`src/verilog/hist_pkg.sv`:
```
`default_nettype none

package hist_pkg;

    localparam int lanes = 4;               // histogram lanes fed round-robin
    localparam int sym_w = 8;
    localparam int cnt_w = 32;
    localparam logic [sym_w-1:0] eof_sym = 8'h1A;   // ctrl-z closes a file

    typedef logic [cnt_w-1:0] count_t;

    typedef struct packed {
        logic             valid;
        logic [sym_w-1:0] sym;
    } lane_cmd_t;

    typedef struct packed {
        logic             valid;
        logic [sym_w-1:0] addr;
        logic             clear;            // zero the entry once it is read
    } sweep_req_t;

    typedef struct packed {
        logic             valid;
        logic [sym_w-1:0] sym;
        count_t           count;
    } hist_out_t;

    typedef enum logic [1:0] {
        LANE_IDLE  = 2'd0,
        LANE_READ  = 2'd1,
        LANE_WRITE = 2'd2,
        LANE_SWEEP = 2'd3
    } lane_state_t;

    typedef enum logic [2:0] {
        M_CLEAR = 3'd0,
        M_IDLE  = 3'd1,
        M_DRAIN = 3'd2,
        M_SWEEP = 3'd3,
        M_DONE  = 3'd4
    } merge_state_t;

endpackage

`default_nettype wire

```
`src/verilog/byte_dispatch.sv`:
```
`timescale 1ns/1ns
`default_nettype none

module byte_dispatch (
    input  logic                       clk,
    input  logic                       rst,
    input  logic                       in_valid,
    input  logic [hist_pkg::sym_w-1:0] in_byte,
    input  logic                       idle,
    output hist_pkg::lane_cmd_t        cmd [hist_pkg::lanes],
    output logic                       eof_seen,
    output hist_pkg::count_t           total
);
    import hist_pkg::*;

    logic             accept;
    logic             is_eof;
    logic [1:0]       ptr;                  // next lane to receive a byte
    logic             first;                // next accepted byte opens a file
    logic [lanes-1:0] cmd_vld;
    logic [sym_w-1:0] sym_q;                // one symbol register serves all lanes

    assign accept = in_valid && idle;       // merge drops idle from eof_seen on
    assign is_eof = (in_byte == eof_sym);

    always_ff @(posedge clk, posedge rst) begin
        if (rst) begin
            ptr      <= '0;
            first    <= 1'b1;
            eof_seen <= 1'b0;
            total    <= '0;
            cmd_vld  <= '0;
        end else begin
            eof_seen <= accept && is_eof;
            for (int i = 0; i < lanes; i++) begin
                cmd_vld[i] <= accept && (ptr == i[1:0]);
            end
            if (accept) begin
                ptr   <= is_eof ? 2'd0 : ptr + 2'd1;    // every file starts on lane 0
                total <= first ? count_t'(1) : total + 1'b1;
                first <= is_eof;
            end
        end
    end

    always_ff @(posedge clk) begin
        if (accept) begin
            sym_q <= in_byte;
        end
    end

    always_comb begin
        for (int i = 0; i < lanes; i++) begin
            cmd[i] = '{valid: cmd_vld[i], sym: sym_q};
        end
    end

endmodule

`default_nettype wire

```
`config.mk`:
```
export PLATFORM = sky130hd
export DESIGN_NAME = byte_dispatch
export DESIGN_NICKNAME = d
export VERILOG_FILES = /design/src/verilog/hist_pkg.sv /design/src/verilog/byte_dispatch.sv
export SDC_FILE = /design/constraint.sdc
export NUM_CORES = 1
export LEC_CHECK = 0
export ABC_CLOCK_PERIOD_IN_PS = 2590
export BUFFER_PORTS_ARGS = -buffer_cell sky130_fd_sc_hd__buf_4
export CORE_MARGIN = 3
export CORE_UTILIZATION = 50
export CTS_BUF_LIST = sky130_fd_sc_hd__clkbuf_8 sky130_fd_sc_hd__clkbuf_16
export DETAILED_ROUTE_END_ITERATION = 12
export GPL_TIMING_DRIVEN = 1
export PLACE_DENSITY = 0.78
export SLEW_MARGIN = 20
export SYNTH_ARGS = -nofsm -noshare
export SYNTH_HDL_FRONTEND = slang
export SYNTH_SLANG_ARGS = --single-unit
```
`constraint.sdc`:
```
create_clock -name clk -period 2.59 [get_ports clk]
set_clock_uncertainty 0.05 [all_clocks]
set_input_delay 0.259 -clock clk [delete_from_list [all_inputs] [get_ports clk]]
set_output_delay 0.259 -clock clk [all_outputs]
set_load 0.1 [all_outputs]
```
==> impl.org <==
** Outcome
- Outcome :: finished clean

** Logic synthesis
- Share of synthesized registers carrying an async set or reset :: 83.3%
- After synthesis, the mean cell area works out to just over 10 µm².
- Sequential fraction of the synthesis area :: 50.2%
- Xor/xnor cell area share of the yosys netlist :: 3.18%
- Most common cell in the synthesized netlist :: sky130_fd_sc_hd__dfrtp_1
- The Yosys step of the flow raised 0 warnings.
- Main combinational cell family by area after synthesis :: simple AND/OR/NAND/NOR gates
- In the synthesized netlist the dominant register cell turns out to be sky130_fd_sc_hd__dfrtp_1.
- The cell count after synthesis came out at 244.
- Post-synthesis compound-gate area fraction :: under 10%
- Ranked by total cell area, the synthesized netlist is headed by sky130_fd_sc_hd__dfrtp_1 39%, sky130_fd_sc_hd__edfxtp_1 9.7%, sky130_fd_sc_hd__buf_4 7.3%, sky130_fd_sc_hd__nand2_1 3.5%, sky130_fd_sc_hd__or4_1 3.3%.
- Share of synthesized cell area in full adder, half adder and majority cells :: under 10%
- The synthesized netlist devotes 23.1% of its cell area to simple gates.
- Flop and latch count out of synthesis :: 48
- Cell type contributing the most total cell area after synthesis :: sky130_fd_sc_hd__dfrtp_1
- The synthesized netlist occupies a cell area of ~2500 µm².
- In this run, synthesis inferred 8 flip-flops with an integrated enable.
- Most used standard cells in the synthesized netlist :: 39 x sky130_fd_sc_hd__dfrtp_1, 24 x sky130_fd_sc_hd__buf_4, 23 x sky130_fd_sc_hd__nand2_1
- After synthesis, the share of cell area in mux cells is 1.62%.
- When the netlist entered floorplanning its net count stood at 261.
- The synthesized design devotes to its leading area cell type between 30% and 40% of total area.
- The netlist uses 40 different library cells.

** Placement
- Count of buffers inserted at the top-level ports :: 80
- DP Area :: 2970 µm²
- Final weighted congestion in routability-driven placement :: 0.752
- Detailed placement finished with a half-perimeter wire length of 3.88 mm.

** Route
- Number of antenna-violating nets in the routed design :: 0
- The first detailed-routing pass took 4 iterations.
- For this block, the initial DRC count from the detailed router was 127.
- Drt drc :: 0
- The routed layout has around 2,000 vias.
- After detailed routing, the number of vias per cell comes to 5.53.
- Dividing the detail-routed wire length by the instance count gives between 10 and 15 µm.
- Detailed Route WL :: 5.30 mm

** Clocking
- In this run, CTS created clock tree buffers numbering 5.
- Cell at the root of the clock tree :: sky130_fd_sc_hd__clkbuf_8
- After clock tree synthesis, the clock-pin slew on the worst setup and hold paths is 0.09 ns.
- The H-tree was split into 2 levels.
- TritonCTS built the clock tree.
- In this run the deepest clock path goes through 2 buffers.
- After clock tree synthesis, the flow added hold-fix buffers numbering 0.
- Clock latency at the later pin of the worst-skew pair :: 0.30 ns
- Setup bufs post-CTS :: 0
- Number of sinks handled by clock tree synthesis :: 48
- Post-CTS repair changed the size of 0 cells.

** Critical path
- Broken down by cell family, the worst path's largest delay share belongs to simple AND/OR/NAND/NOR gates.
- At the worst endpoint, the required time is 2.77 ns.
- Maximum net fanout on the critical path :: 10
- Cell repeated most along the worst path :: sky130_fd_sc_hd__or4_1
- Largest incremental delay on the critical path :: between 0.6 and 0.7 ns
- Crit end category :: register
- Reg-to-reg startpoint :: total[0]
- The number of cells on the worst reg-to-reg path is 5.
- WS Path Type :: reg -> reg
- Reg-to-reg setup timing slack :: 0.38 ns
- Slowest stage cell, crit path :: sky130_fd_sc_hd__or4_1
- The worst register-to-register path ends at total[22].
- Startpoint type of the worst setup path :: register
- The critical path contains buffers and inverters numbering 0 combined.
- Endpoint arrival time on the critical path :: 2.39 ns
- The signal on the critical path passes through ha_1 > nand4_1 > or4_1 > or4_1 > a21oi_1.

** Timing
- Setup violations remaining at the end of the flow were counted as 0.
- Final critical path time including I/O delays and setup :: between 2 and 2.5 ns
- Setup TNS :: 0 ns
- Setup repair after global routing left no endpoint under its margin.
- Final worst path period share :: 85.3%
- Maximum frequency from static timing analysis :: about 450 MHz
- Final count of pins violating max slew :: 0
- At the pin with the least slew margin, the transition time is a little over 0.6 ns.
- The worst pin sits at a relative slew slack of 59.3%.
- Hold Violations, Final :: 0
- Hold is met by 0.0172 ns.

** GRT
- GR Layer Usage met2 :: 31.0%
- The layer flagged by global routing as most heavily used is met2.
- The initial antenna violation count is 0.
- Met3 track demand over resource :: under 10%
- For met1 alone, demand over resource in global routing was 24.5%.
- The number of global-route vias before repair was 1,913.
- Global-route wire length before repair :: 9.06 mm
- Largest net degree at the start of global routing :: between 40 and 50
- Summed over all layers, the global routing overflow is 0.
- For this run, the total global-route usage over all layers was measured as 18.9%.

** Die
- Number of top-level design ports :: between 80 and 90
- The floorplan step defined a die boundary enclosing a little under 6000 µm².
- The core region is about 4600 µm².
- Row generation in the floorplan step produced 24 rows.
- Starting utilization of the core area :: 54.3%
- Measured along the x axis, the die boundary spans 76.4 µm.
- Die Ht :: 76.4 µm

** Hold path
- The worst hold path belongs to the class in -> async.

** Layout
- # diodes :: 0
- After routing the design area is 3060 µm².
- Filler instances :: 366
- From synthesis to final layout, the design area changed by 23.6%.
- Cells with a size suffix above 1 make up 35.5% of the layout.
- Total Nets Final :: 320

** Power and ir drop
- Switching part of the total :: 47.2%
- NetSw :: 1.08 mW
- The internal portion of the total power is 1.20 mW.
- Combinational logic is responsible for 39.5% of the overall power.
- Sequential share of power :: 40.8%
- In this run the power density over the cells is around 740 nW/µm².
- VDD IR-drop max :: approximately 720 µV
- Leakage dissipation :: 1.41 nW
- Clock group share of total power :: 19.7%

** Flow run
- Max-cap violations in this run came to 0.
==> routing by layer <==
metal | wire length [µm] | share of wire (%)
met1 | 2320 | 44
met2 | 2560 | 48
met3 | 370 | 7.0
met4 | 55 | 1.0
met5 | 0 | 0
==> kinds of logic (layout without fill, tap and decap cells) <==
kind of cell,after synthesis,after routing
simple gates,101,101
flops,48,48
buf+inv,39,99
compound gates,38,38
xor+xnor,9,9
fa+ha+maj,5,5
mux,4,4
==> worst max-delay path by stage <==
stage                end  cells past startpoint  startpoint
3_3_place_gp   total[20]                      5    total[0]
3_5_place_dp   total[22]                      5    total[0]
2_1_floorplan  total[20]                      6   total[11]
5_1_grt        total[20]                      5    total[0]
6_report       total[22]                      5    total[0]
4_1_cts        total[22]                      5    total[0]
==> registers in the layout, summed over array words and instances, names as in the netlist <==
name and flops:
eof_seen 1, first 1, sym_q 8, ptr 2, total 32, cmd_vld 4
==> per-stage QoR <==
stage / worst slack, ns / std cells / util [%] / total power, mW
2_1_floorplan: 0.0133 / 244 / - / 1.68
3_3_place_gp: 0.437 / 361 / 65.1 / 1.84
3_5_place_dp: 0.383 / 361 / 65.1 / 1.85
4_1_cts: 0.370 / 369 / 67.1 / 2.29
5_1_grt: 0.194 / 369 / 67.1 / 2.37
6_report: 0.380 / 369 / 67.1 / 2.28
==> final cells by class <==
class | instances | area [µm²] | area share (%)
inverter | 6 | 22.5 | 0.735
timing repair buffer | 85 | 638 | 20.8
tap | 65 | 81.3 | 2.66
clock buffer | 5 | 68.8 | 2.25
multi-input combinational | 157 | 980 | 32.0
clock inverter | 3 | 23.8 | 0.776
sequential | 48 | 1250 | 40.8
==> cell usage in the layout, fill, tap and decap left out, types with 6 or more instances in the layout <==
cell type                  synthesis  final
sky130_fd_sc_hd__edfxtp_1          8      8
sky130_fd_sc_hd__o31ai_1          10     10
sky130_fd_sc_hd__nand3_1          10     10
sky130_fd_sc_hd__nor4_1            6      6
sky130_fd_sc_hd__nand2_1          23     23
sky130_fd_sc_hd__o21ai_0           8      8
sky130_fd_sc_hd__nor2_1           13     13
sky130_fd_sc_hd__dfrtp_1          39     34
sky130_fd_sc_hd__and3_1            9      9
sky130_fd_sc_hd__buf_4            24     85
sky130_fd_sc_hd__or4_1            11     11
sky130_fd_sc_hd__a21oi_1          16     16
==> tightest hold or removal path, cell delays in order <==
cell	delay (ns)
sky130_fd_sc_hd__buf_4	0.11
sky130_fd_sc_hd__inv_1	0.04
sky130_fd_sc_hd__buf_4	0.42
==> power by group through the flow <==
stage | combinational (mW) | sequential, mW | clock (mW)
floorplan | 0.327 | 1.35 | 0
global placement | 0.899 | 0.940 | 0
detailed placement | 0.905 | 0.942 | 0
CTS | 0.905 | 0.928 | 0.461
global route | 0.930 | 0.945 | 0.490
finish | 0.900 | 0.929 | 0.448
(Power assumes the default switching activity.)
