===== src/verilog/hist_pkg.sv =====
`default_nettype none

package hist_pkg;

    localparam int lanes = 4;               // histogram lanes fed round-robin
    localparam int sym_w = 8;
    localparam int cnt_w = 32;
    localparam logic [sym_w-1:0] eof_sym = 8'h1A;   // ctrl-z closes a file

    typedef logic [cnt_w-1:0] count_t;

    typedef struct packed {
        logic             valid;
        logic [sym_w-1:0] sym;
    } lane_cmd_t;

    typedef struct packed {
        logic             valid;
        logic [sym_w-1:0] addr;
        logic             clear;            // zero the entry once it is read
    } sweep_req_t;

    typedef struct packed {
        logic             valid;
        logic [sym_w-1:0] sym;
        count_t           count;
    } hist_out_t;

    typedef enum logic [1:0] {
        LANE_IDLE  = 2'd0,
        LANE_READ  = 2'd1,
        LANE_WRITE = 2'd2,
        LANE_SWEEP = 2'd3
    } lane_state_t;

    typedef enum logic [2:0] {
        M_CLEAR = 3'd0,
        M_IDLE  = 3'd1,
        M_DRAIN = 3'd2,
        M_SWEEP = 3'd3,
        M_DONE  = 3'd4
    } merge_state_t;

endpackage

`default_nettype wire


===== src/verilog/hist_merge.sv =====
`timescale 1ns/1ns
`default_nettype none

module hist_merge (
    input  logic                       clk,
    input  logic                       rst,
    input  logic                       eof_seen,
    input  logic [hist_pkg::lanes-1:0] lane_busy,
    input  hist_pkg::count_t           lane_count [hist_pkg::lanes],
    output hist_pkg::sweep_req_t       sweep,
    output hist_pkg::hist_out_t        result,
    output logic                       done,
    output logic                       idle
);
    import hist_pkg::*;

    merge_state_t     state;
    logic             issue;                // address generator running
    logic [sym_w-1:0] addr;
    logic             drained;
    logic             p1_valid;             // lane read stage
    logic             p1_show;
    logic [sym_w-1:0] p1_sym;
    count_t           lane_sum;
    logic             res_valid;            // sum stage
    logic [sym_w-1:0] res_sym;
    count_t           res_count;

    assign drained = !issue && !p1_valid;   // last address has left the lanes
    assign sweep   = '{valid: issue, addr: addr, clear: issue};
    assign result  = '{valid: res_valid, sym: res_sym, count: res_count};
    assign done    = (state == M_DONE);
    assign idle    = ((state == M_IDLE) && !eof_seen) || (state == M_DONE);

    always_ff @(posedge clk, posedge rst) begin
        if (rst) begin
            state <= M_CLEAR;
            issue <= 1'b1;                  // lane RAMs start unknown
            addr  <= '0;
        end else begin
            if (issue) begin
                addr <= addr + 1'b1;        // wraps back to 0 after symbol 255
                if (addr == '1) begin
                    issue <= 1'b0;
                end
            end
            case (state)
                M_CLEAR: if (drained) state <= M_IDLE;
                M_IDLE:  if (eof_seen) state <= M_DRAIN;
                M_DRAIN: begin
                    if (lane_busy == '0) begin
                        state <= M_SWEEP;
                        issue <= 1'b1;
                    end
                end
                M_SWEEP: if (drained) state <= M_DONE;
                M_DONE:  state <= M_IDLE;
                default: state <= M_IDLE;
            endcase
        end
    end

    always_comb begin
        lane_sum = '0;
        for (int i = 0; i < lanes; i++) begin
            lane_sum = lane_sum + lane_count[i];
        end
    end

    always_ff @(posedge clk, posedge rst) begin
        if (rst) begin
            p1_valid  <= 1'b0;
            p1_show   <= 1'b0;
            res_valid <= 1'b0;
        end else begin
            p1_valid  <= issue;
            p1_show   <= issue && (state == M_SWEEP); // clear sweep stays hidden
            res_valid <= p1_valid && p1_show;
        end
    end

    always_ff @(posedge clk) begin
        p1_sym    <= addr;
        res_sym   <= p1_sym;
        res_count <= lane_sum;
    end

    // the sweep shares the lane RAM ports with pending increments
    a_sweep_lanes_quiet: assert property (
        @(posedge clk) disable iff (rst) sweep.valid |-> (lane_busy == '0)
    ) else $error("hist_merge: sweep issued while a lane is busy");

endmodule

`default_nettype wire


===== config.mk =====
export PLATFORM = sky130hd
export DESIGN_NAME = hist_merge
export DESIGN_NICKNAME = d
export VERILOG_FILES = /design/src/verilog/hist_pkg.sv /design/src/verilog/hist_merge.sv
export SDC_FILE = /design/constraint.sdc
export NUM_CORES = 1
export LEC_CHECK = 0
export BUFFER_PORTS_ARGS = -buffer_cell sky130_fd_sc_hd__buf_4
export CAP_MARGIN = 20
export CORE_ASPECT_RATIO = 0.6
export CORE_UTILIZATION = 55
export DETAILED_ROUTE_END_ITERATION = 6
export PLACE_DENSITY = 0.9
export SYNTH_ARGS = -nofsm -noshare
export SYNTH_HDL_FRONTEND = slang
export SYNTH_SLANG_ARGS = --single-unit

===== constraint.sdc =====
create_clock -name clk -period 3.6 [get_ports clk]
set_clock_uncertainty 0.1 [all_clocks]
set_input_delay 0.36 -clock clk [delete_from_list [all_inputs] [get_ports clk]]
set_output_delay 0.36 -clock clk [all_outputs]
set_load 0.02 [all_outputs]

==> impl_metrics.json, run 1 <==
{
  "status": "complete, but fails checks",
  "violations": "hold timing",
  "p_total_mw": 4.36,
  "critPathTopFamily": "compound AO/OA/AOI/OAI gates",
  "worstSetupEndpointType": "flip-flop",
  "synth_seq_area_share_pct": 26.2,
  "clk_latency_ps": 320,
  "placementRows": 26,
  "firstDrtPassIters": 4,
  "place_hpwl_um": 10100,
  "finalSetupViolations": 0,
  "place_ws_ps": -126,
  "area_growth_pct": 38.5,
  "finalCritPeriodShare_pct": 96.7,
  "grt_pass1_vias": 4426,
  "chipHeight_um": 76.7,
  "ir_drop_uv": 315,
  "path_clk_slew_ps": 60,
  "core_region_area_um2": 8750,
  "path_class": "in2reg",
  "reg2reg_to": "addr[5]",
  "layout_common_cells": "buf_4 (201), inv_1 (177), fa_1 (62)",
  "hold_slack_ps": -7.08,
  "path_depth": 14,
  "diodes": 0,
  "synth_edf_count": 0,
  "path_buf_inv": 4,
  "wl_per_cell_um": 13.5,
  "numClockSinks": 63,
  "cp_max_fo": 3,
  "p_per_area_nw_per_um2": 616,
  "vias_per_cell": 4.97,
  "hold_viol": 14,
  "cts_hold_buf": 0,
  "ant_nets": 0,
  "drtIter0Drc": 242,
  "antenna_found_initial": 0,
  "endpoint": "res_count[28]",
  "ys_async_sr_fraction_pct": 23.8,
  "critPathLaunchType": "input port",
  "relSlewSlack_pct": 58.4,
  "gp_congestion": 0.882,
  "grt_max_degree": 16,
  "cts_resized": 0,
  "crit_chain": "buf_4, inv_1, fa_1, fa_1, inv_1, ha_1, a21o_1, a21oi_1, a211oi_1, buf_4, o311ai_1, o41a_1, o21ai_1, xor2_1",
  "grt_util_all_layers_pct": 25.9,
  "initial_core_util_pct": 58.4,
  "route.detailed.drc": 0,
  "maxCapViolCount": 0,
  "crit_path_start": "lane_count[4]",
  "slew_violations": 0,
  "cts_tree": "yes",
  "hold_path.class": "in2async",
  "r2r_slack_ps": 2240,
  "die_x_um": 126,
  "layout-drive-gt1-share_pct": 28.8,
  "routed_wl_um": 12000,
  "reg2reg_from": "issue",
  "rsz0062_at_grt": "no",
  "fin_crit_ps": 3480,
  "io_pins": 188,
  "vias": 4431,
  "grt_util_met2_pct": 47.1,
  "fin_util_pct": 80.9,
  "htreeDepth": 3,
  "die-area_um2": 9690,
  "finalNonFillerCells": 892,
  "synth_top_flop_cell": "dfxtp_1",
  "met3_usage_pct": 4.47,
  "synth_cell_types": 51,
  "top_usage_layer": "met2",
  "port_buffers": 187,
  "p_leak_nw": 3.89,
  "final_common_cell": "buf_4",
  "netlist_instances": 571,
  "cp.arrival_ps": 3590,
  "fill_cells": 564,
  "post_cts_buffers": 0,
  "clock_path_buffers": 2,
  "fin_nets": 1004,
  "synth_warnings": 0,
  "use_met1_pct": 31.8,
  "synth_area_um2": 5110,
  "reg2reg_depth": 3,
  "dp.cells": 876,
  "critPathSlowestCell": "o311ai_1",
  "ys_ff_latch": 63,
  "required_ps": 3710,
  "finalWorstSetupSlack_ps": 119,
  "root_buffer": "clkbuf_16",
  "cts_made_buffers": 9,
  "synthesis.nets": 800,
  "grt_first_pass_wirelength_um": 19800,
  "grt.overflow.total": 0,
  "avgSynthCellArea_um2": 8.95,
  "cp_slowest_stage_delay_ps": 560,
  "fmax_ghz": 0.287,
  "worstMarginPinSlew_ps": 615
}
## power by group
part,internal [mW],total [mW],switching [mW]
Sequential,0.912,0.985,0.0731
Combinational,1.06,2.36,1.30
Clock,0.686,1.01,0.326
Total,2.66,4.36,1.70
## logic make-up after synthesis
kind of cell | synth area share [%]
buffers and inverters | 13.8
and+or+nand+nor | 8.57
adders and majority gates | 32.1
muxes | 0.416
AOI/OAI and AO/OA | 12.2
DFF | 26.2
xor gates and xnor gates | 6.68
## metrics by stage
stage | TNS, ps | area [um2]
after floorplan | 0 | 5110
after global placement | -35.8 | 6720
after detailed placement | -485 | 6720
after CTS | 0 | 7070
after global routing | 0 | 7080
final | 0 | 7080
## flip-flops by register name (all words and copies together) (netlist names)
signal,cells
state,3
p1_valid,1
res_valid,1
p1_show,1
res_sym,8
issue,1
p1_sym,8
res_count,32
addr,8
## per-layer routing
metal / up-vias / part of all wire, %
li1: 2162 / -
met1: 2068 / 42
met2: 184 / 50
met3: 17 / 6.3
met4: 0 / 1.7
met5: - / 0
## cells in the mapped netlist, types with 2 or more instances
library cell | number | area (um2)
a21o_1 | 11 | 82.6
buf_4 | 3 | 22.5
nand2b_1 | 2 | 12.5
o21ai_0 | 9 | 45.0
and3_1 | 5 | 31.3
nand2_1 | 33 | 124
and2_1 | 3 | 18.8
a21oi_1 | 33 | 165
xor2_1 | 13 | 114
a211oi_1 | 5 | 37.5
inv_1 | 177 | 664
dfrtp_1 | 14 | 350
o21ai_1 | 9 | 45.0
fa_1 | 62 | 1240
nand4_1 | 9 | 56.3
dfxtp_1 | 48 | 961
a31oi_1 | 4 | 25.0
ha_1 | 32 | 400
clkbuf_1 | 5 | 18.8
o21a_1 | 5 | 37.5
o21bai_1 | 2 | 15.0
a41oi_1 | 2 | 17.5
nor2_1 | 20 | 75.1
o211ai_1 | 2 | 15.0
nand3_1 | 8 | 40.0
nor3_1 | 5 | 25.0
xnor2_1 | 26 | 228
## how the worst min path moves through the flow
| stage | from | to | slack (ps) |
|---|---|---|---|
| finish | rst | addr[6] | -7 |
| global route | rst | addr[2] | 30 |
| CTS | rst | addr[6] | 3 |
| detailed placement | p1_sym[7] | res_sym[7] | 210 |
| global placement | p1_sym[7] | res_sym[7] | 210 |
| floorplan | rst | addr[0] | 160 |
## final cells by class
type / count / area (um2) / share of cell area (%)
Clock inverter: 7 / 128 / 1.80
Inverter: 177 / 664 / 9.39
Multi-Input combinational cell: 323 / 3070 / 43.4
Tap cell: 112 / 140 / 1.98
Clock buffer: 9 / 225 / 3.18
Timing Repair Buffer: 201 / 1510 / 21.3
Sequential cell: 63 / 1340 / 18.9
No activity file was read; power rests on OpenSTA's default activity.
==> inputs of run 2 (changes only) <==
Settings changed: ABC_AREA from default to 1, CORE_UTILIZATION 55 to 57.
==> run 2 against run 1 <==
First-iteration DRC count rose by 81%; non-clock buffer count down 13; cell count grew 31%; sequential power is 3.2% lower; total power decreased by 0.48%; global-route usage rose by 0.71 points; clock power is 13% lower; the flow now finishes without violations; core utilization fell by 3.0 points; maximum frequency is 19% higher; final area up 9.4%; combinational power grew 6%; critical path type unchanged.
==> impl_metrics.json, run 2 <==
{
  "ir_drop_uv": 372,
  "synthTopCellsByCount": "inv_1 (284), nand2_1 (231), fa_1 (62), dfxtp_1 (48), nor2_1 (44)",
  "synth_edf_count": 0,
  "clk_latency_ps": 330,
  "cts_made_buffers": 9,
  "cp_max_fo": 3,
  "vias": 5395,
  "path_clk_slew_ps": 60,
  "avgSynthCellArea_um2": 7.03,
  "antenna_found_initial": 0,
  "relSlewSlack_pct": 61.7,
  "chipHeight_um": 80.7,
  "numClockSinks": 63,
  "synth_area_leaders": "fa_1 (21%), inv_1 (18%), dfxtp_1 (16%)",
  "synth_cell_types": 31,
  "ys_ff_latch": 63,
  "met3_wirelength_um": 1150,
  "crit_chain": "buf_4, fa_1, fa_1, ha_1, fa_1, nand3_1, nand3_1, nand2_1, nand2_2, nand2_1, nor2_2, o21bai_1, nand2_1",
  "synth_seq_area_share_pct": 22.8,
  "p_leak_nw": 4.81,
  "port_buffers": 187,
  "routed_wl_um": 13300,
  "yosys.area.top_type": "fa_1",
  "grt_pass1_vias": 5060,
  "synth_warnings": 0,
  "layout-drive-gt1-share_pct": 22.7,
  "route.detailed.drc": 0,
  "slew_violations": 0,
  "largest_reg_flops": 32,
  "drtIter0Drc": 437,
  "grt_util_all_layers_pct": 26.7,
  "tns_ps": 0,
  "root_buffer": "clkbuf_16",
  "synth_top_flop_cell": "dfxtp_1",
  "path_buf_inv": 1,
  "maxCapViolCount": 0,
  "hold_path.class": "in2reg",
  "p_per_area_nw_per_um2": 560,
  "initial_core_util_pct": 59.1,
  "fmax_ghz": 0.343,
  "critPathSlowestCell": "fa_1",
  "critPathTopFamily": "adder cells",
  "grt.overflow.total": 0,
  "finalSetupViolations": 0,
  "path_class": "in2reg",
  "cp.arrival_ps": 3030,
  "worstSetupEndpointType": "flip-flop",
  "core_region_area_um2": 9950,
  "synth_most_common_cell": "inv_1",
  "layout_common_cells": "inv_1 (284), nand2_1 (231), buf_4 (187)",
  "finalCritPeriodShare_pct": 80.9,
  "ys_async_sr_fraction_pct": 23.8,
  "final_common_cell": "inv_1",
  "gp_congestion": 0.897,
  "io_pins": 188,
  "highest_layer": "met4",
  "placementRows": 28,
  "firstDrtPassIters": 5,
  "critPathLaunchType": "input port",
  "regMostFlops": "res_count",
  "hold_viol": 0,
  "fin_nets": 1261,
  "area_growth_pct": 31.8,
  "rsz0062_at_grt": "no",
  "wl_met1_um": 5900,
  "grt_max_degree": 16,
  "diodes": 0,
  "p_total_mw": 4.34,
  "cp_slowest_stage_delay_ps": 560,
  "netlist_instances": 836,
  "fin_crit_ps": 2910,
  "yosysTopAreaCellShare_pct": 21.1,
  "cts_tree": "yes",
  "place_hpwl_um": 11400,
  "required_ps": 3710,
  "grt_first_pass_wirelength_um": 22300,
  "vias_per_cell": 4.60,
  "die-area_um2": 10700,
  "wl_per_cell_um": 11.4,
  "clock_path_buffers": 2,
  "ant_nets": 0,
  "synthesis.nets": 1065,
  "status": "completed",
  "die_x_um": 133,
  "synth_area_um2": 5880,
  "htreeDepth": 3,
  "wl_met2_um": 6080,
  "worstMarginPinSlew_ps": 574
}
## run 2: timing repair
| item | in CTS | in global routing |
|---|---|---|
| buffers inserted | 0 | 0 |
| endpoints found under the hold margin | 5 | 0 |
| hold buffers | 1 | 0 |
| endpoints found under the setup margin | 0 | 0 |
| gates resized for setup | 0 | 0 |
## run 2: report_power, final
part	switching [mW]	internal, mW	leakage (nW)
sequential	0.0557	0.898	0.568
combinational	1.55	0.961	4.09
clock	0.319	0.557	0.149
## run 2: worst paths after layout
path / start / to / slack, ps / depth (start not counted)
max: lane_count[1] / res_count[17] / 690 / 13
min: lane_count[96] / res_count[0] / 150 / 2
max reg2reg: state[2] / state[1] / 2160 / 8
min reg2reg: p1_sym[1] / res_sym[1] / 220 / 0
max in group asynchronous: rst / addr[5] / 2460 / 3
min in group asynchronous: rst / addr[6] / 560 / 3
## run 2: metal layers
layer  track usage [%]  vias up
li1                  -     2739
met1              34.3     2390
met2              45.4      247
met3              5.87       19
met4              7.13        0
met5                 0        -
## run 2: metrics by stage
step                      worst slack (ps)  utilization [%]  cells  instance area (um2)  hold slack (ps)
after floorplan                        796                -    836                 5880              161
after global placement                 518             74.6   1155                 7430              210
after detailed placement               419             74.6   1155                 7430              213
after CTS                              756             77.8   1172                 7740              139
after global routing                   605             77.8   1172                 7740              155
final                                  686             77.8   1172                 7740              150
## run 2: final cells by class
cell class | count | area (um2)
clock buffer | 10 | 239
clock inverter | 6 | 68.8
fill | 732 | 2200
inverter | 286 | 1070
multi-input combinational | 484 | 3440
sequential | 63 | 1340
tap | 135 | 169
timing repair buffer | 188 | 1410
## run 2: cells by family after synthesis
| logic type | share of synthesized area, % |
|---|---|
| AOI/OAI and AO/OA | 2.79 |
| muxes | 0.192 |
| adders and majority gates | 27.9 |
| and+or+nand+nor | 23.8 |
| DFF | 22.8 |
| buffers and inverters | 18.7 |
| xor gates and xnor gates | 3.87 |
